$ cat config.mk
export PLATFORM = sky130hd
export DESIGN_NAME = cn_drive_top
export DESIGN_NICKNAME = d
export VERILOG_FILES = /design/src/source/cn_pkg.sv /design/src/source/reg_decode.sv /design/src/source/drive_execute.sv /design/src/source/cn_result.sv /design/src/source/cn_drive_top.sv
export SDC_FILE = /design/constraint.sdc
export NUM_CORES = 1
export LEC_CHECK = 0
export BUFFER_PORTS_ARGS = -buffer_cell sky130_fd_sc_hd__buf_2
export CAP_MARGIN = 25
export CORE_ASPECT_RATIO = 0.7
export CORE_MARGIN = 4
export CORE_UTILIZATION = 60
export CTS_CLUSTER_SIZE = 16
export DETAILED_ROUTE_END_ITERATION = 8
export HOLD_SLACK_MARGIN = 0.03
export PLACE_DENSITY_LB_ADDON = 0.2
export RECOVER_POWER = 25
export SKIP_LAST_GASP = 1
export SYNTH_ARGS = -nofsm -noshare
export SYNTH_HDL_FRONTEND = slang
export SYNTH_SLANG_ARGS = --single-unit
$ cat constraint.sdc
create_clock -name ep50trig -period 8.4 [get_ports ep50trig]
set_input_delay 1.26 -clock ep50trig [delete_from_list [all_inputs] [get_ports ep50trig]]
set_output_delay 1.26 -clock ep50trig [all_outputs]
set_load 0.01 [all_outputs]
$ cat src/source/cn_pkg.sv
`default_nettype none

package cn_pkg;

    // bus and word widths
    localparam int BUS_DW = 16;               // wishbone data width
    localparam int BUS_AW = 8;                // wishbone address width
    localparam int WORD_W = 32;               // parameter and result width

    // one 32 bit word seen whole or as two bus halves
    typedef union packed {
        logic [WORD_W-1:0] raw;               // parameter view
        struct packed {
            logic [BUS_DW-1:0] hi;            // upper bus half
            logic [BUS_DW-1:0] lo;            // lower bus half
        } halves;
    } cn_word_u;

    // write side of the map
    localparam logic [BUS_AW-1:0] ADDR_STAGE_LO = 8'h01;   // staging bits 15..0
    localparam logic [BUS_AW-1:0] ADDR_STAGE_HI = 8'h02;   // staging bits 31..16
    localparam logic [BUS_AW-1:0] ADDR_TRIG     = 8'h50;   // commit mask

    // read side of the map
    localparam logic [BUS_AW-1:0] ADDR_COUNT_LO = 8'h24;
    localparam logic [BUS_AW-1:0] ADDR_COUNT_HI = 8'h25;
    localparam logic [BUS_AW-1:0] ADDR_DRIVE_LO = 8'h26;
    localparam logic [BUS_AW-1:0] ADDR_DRIVE_HI = 8'h27;
    localparam logic [BUS_AW-1:0] ADDR_EXTRA_LO = 8'h28;
    localparam logic [BUS_AW-1:0] ADDR_EXTRA_HI = 8'h29;
    localparam logic [BUS_AW-1:0] ADDR_SCALER   = 8'h2C;

    // bit positions inside the commit word
    localparam int TRIG_SYN_GAIN = 3;
    localparam int TRIG_EXTRA    = 8;

    localparam logic [WORD_W-1:0] SYN_GAIN_RST = 32'd1;    // unity gain
    localparam logic [WORD_W-1:0] EXTRA_RST    = 32'd0;    // no cortical drive

    localparam int TH_MV    = 30;             // firing threshold in mV
    localparam int TH_SHIFT = 10;             // fixed point scaling of the threshold

endpackage

`default_nettype wire

$ cat src/source/reg_decode.sv
`default_nettype none
`timescale 1ns/1ps

module reg_decode (
    input  wire                        ep50trig,
    input  wire                        reset_global,
    input  wire                        i_wb_cyc,
    input  wire                        i_wb_stb,
    input  wire                        i_wb_we,
    input  wire [cn_pkg::BUS_AW-1:0]   i_wb_adr,
    input  wire [cn_pkg::BUS_DW-1:0]   i_wb_dat,
    input  wire [cn_pkg::WORD_W-1:0]   i_drive,        // latched drive for readback
    input  wire [3:0]                  i_scaler,       // button gain
    input  wire [cn_pkg::WORD_W-1:0]   i_spike_count,
    output logic [cn_pkg::BUS_DW-1:0]  o_wb_dat,
    output logic                       o_wb_ack,
    output logic [cn_pkg::WORD_W-1:0]  o_syn_gain,
    output logic [cn_pkg::WORD_W-1:0]  o_extra_drive
);

    import cn_pkg::*;

    logic               wb_req;        // new request, ack not yet given
    logic               wb_wr;         // request is a write
    cn_word_u           stage_q;       // staging word built from two halves
    cn_word_u           drive_w;
    cn_word_u           count_w;
    cn_word_u           extra_w;
    logic [BUS_DW-1:0]  rd_mux;

    assign wb_req = i_wb_cyc & i_wb_stb & ~o_wb_ack;   // ack only from low
    assign wb_wr  = wb_req & i_wb_we;

    // results split into bus halves
    always_comb begin
        drive_w.raw = i_drive;
        count_w.raw = i_spike_count;
        extra_w.raw = o_extra_drive;
    end

    // fixed single cycle acknowledge
    always_ff @(posedge ep50trig or posedge reset_global) begin
        if (reset_global) begin
            o_wb_ack <= 1'b0;
        end else begin
            o_wb_ack <= wb_req;
        end
    end

    // staging halves and the commit of parameters
    always_ff @(posedge ep50trig or posedge reset_global) begin
        if (reset_global) begin
            stage_q.raw   <= '0;
            o_syn_gain    <= SYN_GAIN_RST;
            o_extra_drive <= EXTRA_RST;
        end else if (wb_wr) begin
            case (i_wb_adr)
                ADDR_STAGE_LO: stage_q.halves.lo <= i_wb_dat;
                ADDR_STAGE_HI: stage_q.halves.hi <= i_wb_dat;
                ADDR_TRIG: begin
                    // every set bit picks up the whole staged word
                    if (i_wb_dat[TRIG_SYN_GAIN]) begin
                        o_syn_gain <= stage_q.raw;
                    end
                    if (i_wb_dat[TRIG_EXTRA]) begin
                        o_extra_drive <= stage_q.raw;
                    end
                end
                default: ;                     // read only or unmapped
            endcase
        end
    end

    // readback select
    always_comb begin
        case (i_wb_adr)
            ADDR_COUNT_LO: rd_mux = count_w.halves.lo;
            ADDR_COUNT_HI: rd_mux = count_w.halves.hi;
            ADDR_DRIVE_LO: rd_mux = drive_w.halves.lo;
            ADDR_DRIVE_HI: rd_mux = drive_w.halves.hi;
            ADDR_EXTRA_LO: rd_mux = extra_w.halves.lo;
            ADDR_EXTRA_HI: rd_mux = extra_w.halves.hi;
            ADDR_SCALER:   rd_mux = {{(BUS_DW-4){1'b0}}, i_scaler};   // zero stuffed
            default:       rd_mux = '0;
        endcase
    end

    // read data captured on the same edge that raises ack
    always_ff @(posedge ep50trig) begin
        if (wb_req && !i_wb_we) begin
            o_wb_dat <= rd_mux;
        end
    end

endmodule

`default_nettype wire

$ cat src/source/drive_execute.sv
`default_nettype none
`timescale 1ns/1ps

module drive_execute #(
    parameter int SPINDLE_SHIFT = 9,           // fixed point weight of the spindle term
    parameter int SCALER_MAX    = 5            // scaler wraps to 1 after this
) (
    input  wire                        ep50trig,
    input  wire                        reset_global,
    input  wire                        i_tick,          // one step of simulated time
    input  wire                        i_spike_ia,
    input  wire                        i_spike_ii,
    input  wire                        i_button,        // asynchronous push button
    input  wire [cn_pkg::WORD_W-1:0]   i_syn_gain,
    input  wire [cn_pkg::WORD_W-1:0]   i_extra_drive,
    output logic [cn_pkg::WORD_W-1:0]  o_drive,
    output logic                       o_drive_valid,
    output logic [3:0]                 o_scaler
);

    import cn_pkg::*;

    logic               btn_s1;        // first sync stage
    logic               btn_s2;        // second sync stage
    logic               btn_chg;
    logic [1:0]         spk_cnt;       // Ia plus II this tick
    logic [WORD_W-1:0]  spindle_term;
    logic [WORD_W-1:0]  cortical_term;
    logic [WORD_W-1:0]  drive_sum;

    // button synchroniser
    always_ff @(posedge ep50trig or posedge reset_global) begin
        if (reset_global) begin
            btn_s1 <= 1'b0;
            btn_s2 <= 1'b0;
        end else begin
            btn_s1 <= i_button;
            btn_s2 <= btn_s1;
        end
    end

    assign btn_chg = btn_s1 ^ btn_s2;          // either edge counts

    // gain scaler 1..SCALER_MAX
    always_ff @(posedge ep50trig or posedge reset_global) begin
        if (reset_global) begin
            o_scaler <= 4'd1;
        end else if (btn_chg) begin
            if (o_scaler == 4'(SCALER_MAX)) begin
                o_scaler <= 4'd1;              // wrap around
            end else begin
                o_scaler <= o_scaler + 4'd1;
            end
        end
    end

    assign spk_cnt       = {1'b0, i_spike_ia} + {1'b0, i_spike_ii};
    assign spindle_term  = (WORD_W'(spk_cnt) * i_syn_gain) << SPINDLE_SHIFT;
    assign cortical_term = i_extra_drive * WORD_W'(o_scaler);   // button scaled cortex
    // shift applies to the spindle term alone
    assign drive_sum     = spindle_term + cortical_term;

    // drive latch once per tick
    always_ff @(posedge ep50trig or posedge reset_global) begin
        if (reset_global) begin
            o_drive       <= '0;
            o_drive_valid <= 1'b0;
        end else begin
            o_drive_valid <= i_tick;           // neuron sees the new drive next cycle
            if (i_tick) begin
                o_drive <= drive_sum;
            end
        end
    end

endmodule

`default_nettype wire

$ cat src/source/cn_result.sv
`default_nettype none
`timescale 1ns/1ps

module cn_result (
    input  wire                        ep50trig,
    input  wire                        reset_global,
    input  wire [cn_pkg::WORD_W-1:0]   i_drive,         // latched drive
    input  wire                        i_drive_valid,   // integrate this cycle
    output logic                       o_spike,
    output logic [cn_pkg::WORD_W-1:0]  o_spike_count
);

    import cn_pkg::*;

    // 30 mV in the same fixed point as the drive
    localparam logic [WORD_W:0] TH_VAL = (WORD_W+1)'(TH_MV) << TH_SHIFT;

    logic [WORD_W:0]  pot_q;           // membrane potential with one guard bit
    logic [WORD_W:0]  pot_sum;
    logic             fire;

    assign pot_sum = pot_q + {1'b0, i_drive};
    assign fire    = (pot_sum >= TH_VAL);

    // integrate and subtract on threshold crossing
    always_ff @(posedge ep50trig or posedge reset_global) begin
        if (reset_global) begin
            pot_q         <= '0;
            o_spike       <= 1'b0;
            o_spike_count <= '0;
        end else begin
            o_spike <= i_drive_valid & fire;   // single cycle pulse
            if (i_drive_valid) begin
                if (fire) begin
                    pot_q         <= pot_sum - TH_VAL;   // threshold taken once
                    o_spike_count <= o_spike_count + 1'b1;
                end else begin
                    pot_q <= pot_sum;
                end
            end
        end
    end

endmodule

`default_nettype wire

$ cat src/source/cn_drive_top.sv
`default_nettype none
`timescale 1ns/1ps

module cn_drive_top #(
    parameter int SPINDLE_SHIFT = 9,
    parameter int SCALER_MAX    = 5
) (
    input  wire                        ep50trig,        // system clock
    input  wire                        reset_global,
    input  wire                        i_wb_cyc,
    input  wire                        i_wb_stb,
    input  wire                        i_wb_we,
    input  wire [cn_pkg::BUS_AW-1:0]   i_wb_adr,
    input  wire [cn_pkg::BUS_DW-1:0]   i_wb_dat,
    output wire [cn_pkg::BUS_DW-1:0]   o_wb_dat,
    output wire                        o_wb_ack,
    input  wire                        i_tick,
    input  wire                        i_spike_ia,      // spindle Ia afferent
    input  wire                        i_spike_ii,      // spindle II afferent
    input  wire                        i_button,
    output wire                        o_spike
);

    import cn_pkg::*;

    wire [WORD_W-1:0]  syn_gain;
    wire [WORD_W-1:0]  extra_drive;
    wire [WORD_W-1:0]  drive;
    wire               drive_valid;
    wire [3:0]         scaler;
    wire [WORD_W-1:0]  spike_count;

    // bus slave and parameter store
    reg_decode reg_decode_inst (
        .ep50trig      (ep50trig),
        .reset_global  (reset_global),
        .i_wb_cyc      (i_wb_cyc),
        .i_wb_stb      (i_wb_stb),
        .i_wb_we       (i_wb_we),
        .i_wb_adr      (i_wb_adr),
        .i_wb_dat      (i_wb_dat),
        .i_drive       (drive),
        .i_scaler      (scaler),
        .i_spike_count (spike_count),
        .o_wb_dat      (o_wb_dat),
        .o_wb_ack      (o_wb_ack),
        .o_syn_gain    (syn_gain),
        .o_extra_drive (extra_drive)
    );

    drive_execute #(
        .SPINDLE_SHIFT (SPINDLE_SHIFT),
        .SCALER_MAX    (SCALER_MAX)
    ) drive_execute_inst (
        .ep50trig      (ep50trig),
        .reset_global  (reset_global),
        .i_tick        (i_tick),
        .i_spike_ia    (i_spike_ia),
        .i_spike_ii    (i_spike_ii),
        .i_button      (i_button),
        .i_syn_gain    (syn_gain),
        .i_extra_drive (extra_drive),
        .o_drive       (drive),
        .o_drive_valid (drive_valid),
        .o_scaler      (scaler)
    );

    // cuneate neuron
    cn_result cn_result_inst (
        .ep50trig      (ep50trig),
        .reset_global  (reset_global),
        .i_drive       (drive),
        .i_drive_valid (drive_valid),
        .o_spike       (o_spike),
        .o_spike_count (spike_count)
    );

endmodule

`default_nettype wire

* Word level (Yosys, flattened, before mapping) *
Index checks and enable logic that the tools add are counted.
W data, S select, Z words.

word-level totals
  flip-flop bits (word level) = 218
  input port bits = 33
  output and inout bits = 18
  logic and storage cells = 50

operators by class
  $add $sub $neg = 6
  multiply operators = 2
  $lt $le $gt $ge = 1
  equality and inequality tests = 11
  multiplexer cells = 3
  bitwise operators = 6
  reductions and logical operators = 7

operators with widths
  cell                      count
  $pmux W16 S7              1
  $eq A8 B6 Y1 const B      7
  $add A33 B32 Y33          1
  $ge A33 B15 Y1 const B    1
  $mux W33                  1
  $sub A33 B15 Y33 const B  1
  $add A32 B1 Y32 const B   1
  $add A32 B32 Y32          1
  $mul A2 B32 Y23           1
  $mul A32 B4 Y32           1
  $eq A8 B1 Y1 const B      1
  $eq A8 B2 Y1 const B      1
  $eq A8 B7 Y1 const B      1
  $reduce_and A2 Y1         3
  $reduce_and A3 Y1         2
  $add A4 B1 Y4 const B     1
  $and A1 B1 Y1             4
  $eq A4 B3 Y1 const B      1
  $mux W4                   1
  $add A1 B1 Y2             1
  $logic_and A1 B1 Y1       1
  $logic_not A1 Y1          1
  $not A1 Y1                1
  $xor A1 B1 Y1             1

* Logic depth before layout (Yosys ltp) *
  depth after elaboration = 4
  depth in mapped cells = 25
  gate-level depth less buffers = 24

* Modules after synthesis *
Synthesis repeated with hierarchy kept, for this count alone.

second synthesis, totals
  cell total of the unflattened synthesis = 1705
  area, all modules = 17057.6 um^2

modules (own cells, without submodules)
  module         times used  cells each  area each (um^2)  sequential area each (um^2)
  drive_execute  1           768         6820.3            977.2
  cn_result      1           594         5203.7            1651.6
  reg_decode     1           343         5033.6            2909.0

* Worst setup path before layout *
OpenSTA, ideal clock, no wires.

  path type = input -> register
  start point = input port i_spike_ia
  end point = register drive_execute_inst.o_drive[29] in the netlist's numbering
  library setup time = 0.125 ns
  arrival time = 6.268 ns
  required time = 8.275 ns
  setup slack = 2.007 ns
  cell stages on the path = 24
  path buffers = 1
  path through = ha_1 clkbuf_1 and2_1 ha_1 fa_1 a21o_1 a21oi_1 o21bai_1 a21oi_1 o21bai_1 a21oi_1 xor2_1 fa_1 inv_1 ha_1 and2_1 a22o_1 a2111oi_0 o31ai_1 a221oi_1 nand2b_1 a21oi_1 xnor2_1 mux2_2

on the way
  longest elaborated chain between the ends = 3

RTL lines
  item                  line                 source
  start, declared       cn_drive_top.sv:18   input wire i_spike_ia,
  $add A1 B1 Y2         drive_execute.sv:57  assign spk_cnt = {1'b0, i_spike_ia} + {1'b0, i_spike_ii};
  $mul A2 B32 Y23       drive_execute.sv:58  assign spindle_term = (WORD_W'(spk_cnt) * i_syn_gain) << SPINDLE_SHIFT;
  $add A32 B32 Y32      drive_execute.sv:61  assign drive_sum = spindle_term + cortical_term;
  end signal, assigned  drive_execute.sv:71  o_drive <= drive_sum;
  end, declared         drive_execute.sv:16  output logic [cn_pkg::WORD_W-1:0] o_drive,

No other way between the ends.
A chain may end at the register's enable or synchronous reset.

* Final worst setup path *
  start point = input port i_spike_ia
  end point = register drive_execute_inst.o_drive[31] in the netlist's numbering

Same word-level chain as after synthesis.

==> qor.csv <==
metric,value,unit
Tmin final,7.10,ns
CTS tree,done,
Post-synth EDFFs,16,
Placer Congestion,0.962,
clock-pin slew on the worst setup and hold paths,0.06,ns
synthesized area per cell,9.98,um^2
cell area after synthesis,16600,um^2
final wirelength,43800,um
I/O Buffers,50,
Final period util,0.845,
Main synth FF type,dfrtp_1,
"Hold Vio Cnt, Final",0,
Mapped Nets,1876,
met1 GRT Util,0.454,
Area growth syn-to-layout,8.33,%
pre-CTS setup slack,0.984,ns
die height,147,um
Row Count,50,
Worst slew margin,-2.59,
Post-synth ARST share,0.923,
failing checks,"max-capacitance violations, max-slew violations",
Pwr Total,0.00320,W
Final Worst Setup Slack,1.30,ns
Synth area leaders,"dfrtp_1 29%, fa_1 9.7%, mux2_2 8.7%",
CTS sink count,209,
Slew @ Worst Pin,5.35,ns
CP arrival,7.42,ns
synthesized flop and latch total,209,
post-DR vias/cell,6.34,
CP Max Fanout,23,
critical path type,primary input to register,
CTS Buf Count,23,
core area,27000,um^2
GR Layer Usage met3,0.0807,
"Req. time, crit path",8.72,ns
layout net count,1899,
worst min path class,register to register,
routed len/inst,21.2,um
Leakage,8.99,nW
ANT nets after route,0,
RSZ-0062 raised after global routing,false,
Max Root-Sink Buffers,3,
"Slew Viols, Final",210,
sequential share of the synthesized area,0.319,
Global Route Usage Sum,0.283,
final cell count without fillers,2070,
biggest area consumer among synthesized cells,dfrtp_1,
final clock skew,0.0239,ns
Mapped Cells,1668,
peak supply drop,194,uV
pwr/cell area,177,nW/um^2
vias,13123,
setup bufs post-CTS,0,
Synth cell types,94,
Initial Util,0.616,
global-route met2 utilization,0.381,
global-route wire length before repair,69900,um
post-placement cell count,2027,
initial antenna violation count,2,
layout cells sized above 1,0.164,
busiest grt layer,met1,
Remaining DRCs,0,
status,"complete, but fails checks",
I/O pins,51,
n_diodes,0,
max frequency,141,MHz
endpoint class of the critical path,register,
vias in the first global route,12470,
hold buffers post-CTS,0,
global route overflow,0,
TritonRoute pass-1 iters,8,
post-DP HPWL,33700,um
most common cell in the netlist,dfrtp_1,
Iteration-0 DRC Markers,1291,
Synth top cells by count,"191 x dfrtp_1, 131 x nand2_1, 128 x mux2_2, 121 x inv_1, 119 x and2_1",
Synth top area share,0.287,
Ys Warns,0,
Clock Latency Late Sink,0.53,ns
Final Setup Violations,0,
Max Cap Viol,3,
post-route setup TNS,0,ns
htree depth,1,
die footprint,30500,um^2
post_cts resized,0,
clk root buf,clkbuf_16,
Die Width,207,um
largest net degree at the start of global routing,121,
Startpoint Class,primary input,
-- critical path, stage by stage --
cell and delay (ns):
buf_2 0.10, ha_1 0.55, and2_1 0.29, ha_1 0.22, fa_1 0.42, a21o_1 0.20, a21oi_1 0.25, o21bai_1 0.10
a21oi_1 0.27, o21bai_1 0.13, a21oi_1 0.18, xor2_1 0.20, fa_1 0.43, inv_1 0.07, ha_1 0.26, and2_1 0.19
a22o_1 0.21, a2111oi_0 0.75, o31ai_1 0.28, a221oi_1 0.50, a2111oi_0 0.19, nor2_1 0.15, xnor2_1 0.13, a21oi_1 0.08
-- through the flow --
stage                     area [um^2]  utilization  hold WS (ns)
final                           18000        0.667         0.463
after global routing            18000        0.667         0.467
after CTS                       18000        0.665         0.465
after detailed placement        17200        0.636         0.438
after global placement          17200        0.636         0.454
after floorplan                 16600            -         0.372
-- area by class of cell --
cell class                      instances  area [um^2]
Inverter                              122          459
Multi-Input combinational cell       1269        10600
Fill cell                            2099         9000
Clock buffer                           28          636
Tap cell                              364          455
Sequential cell                       209         5310
Timing Repair Buffer                   66          405
Clock inverter                         12          158
-- routing by layer --
layer | vias up | part of all wire
li1 | 5980 | -
met1 | 6535 | 0.47
met2 | 530 | 0.40
met3 | 78 | 0.10
met4 | 0 | 0.022
met5 | - | 0
-- kinds of logic (layout without fill, tap and decap cells) --
| kind of cell | count (synthesis) | after routing | synth area share |
|---|---|---|---|
| simple gates | 536 | 536 | 0.173 |
| compound gates | 304 | 304 | 0.128 |
| flops | 209 | 209 | 0.319 |
| buf+inv | 190 | 228 | 0.0446 |
| fa+ha+maj | 175 | 175 | 0.168 |
| mux | 150 | 150 | 0.112 |
| xor+xnor | 104 | 104 | 0.0547 |
-- state kept, by name, indices dropped and copies added (netlist names) --
register,count
drive_execute_inst.o_drive_valid,1
drive_execute_inst.btn_s2,1
cn_result_inst.pot_q,33
reg_decode_inst.o_syn_gain,23
drive_execute_inst.btn_s1,1
cn_result_inst.o_spike,1
reg_decode_inst.o_wb_dat,16
reg_decode_inst.o_wb_ack,1
reg_decode_inst.o_extra_drive,32
reg_decode_inst.stage_q,32
drive_execute_inst.o_drive,32
cn_result_inst.o_spike_count,32
drive_execute_inst.o_scaler,4
-- placed cells by master, fill, tap and decap left out, drive strengths merged, types with 6 or more instances in the layout --
| cell | instances |
|---|---|
| nor2b | 7 |
| a222oi | 12 |
| nand3 | 42 |
| ha | 94 |
| clkinvlp | 6 |
| inv | 123 |
| nor2 | 72 |
| o21bai | 16 |
| fa | 81 |
| edfxtp | 16 |
| a21oi | 83 |
| nand2 | 131 |
| a21o | 42 |
| buf | 63 |
| o21ai | 43 |
| mux2 | 129 |
| and4 | 12 |
| nand2b | 12 |
| mux4 | 16 |
| or3 | 11 |
| clkbuf | 31 |
| and3 | 32 |
| nor4 | 6 |
| a31oi | 21 |
| xnor2 | 83 |
| nand4 | 22 |
| xor2 | 21 |
| a2111oi | 7 |
| a211oi | 8 |
| and2 | 120 |
| dfrtp | 191 |
| o211ai | 8 |
| o21a | 7 |
| nor3 | 41 |
-- power breakdown --
group | internal [W] | switching (W)
clock | 0.000635 | 0.000445
sequential | 0.00111 | 0.000102
combinational | 0.000331 | 0.000573
total | 0.00208 | 0.00112
-- final timing paths --
path	to	from	slack (ns)	depth (start not counted)
max	drive_execute_inst.o_drive[31]	i_spike_ia	1.30	24
min	drive_execute_inst.btn_s2	drive_execute_inst.btn_s1	0.46	0
max reg2reg	drive_execute_inst.o_drive[31]	drive_execute_inst.o_scaler[2]	2.25	19
min reg2reg	drive_execute_inst.btn_s2	drive_execute_inst.btn_s1	0.46	0
max in group asynchronous	reg_decode_inst.o_extra_drive[14]	reset_global	3.63	2
min in group asynchronous	cn_result_inst.pot_q[6]	reset_global	2.37	2
Note: power is estimated with default switching activity, not from simulation.
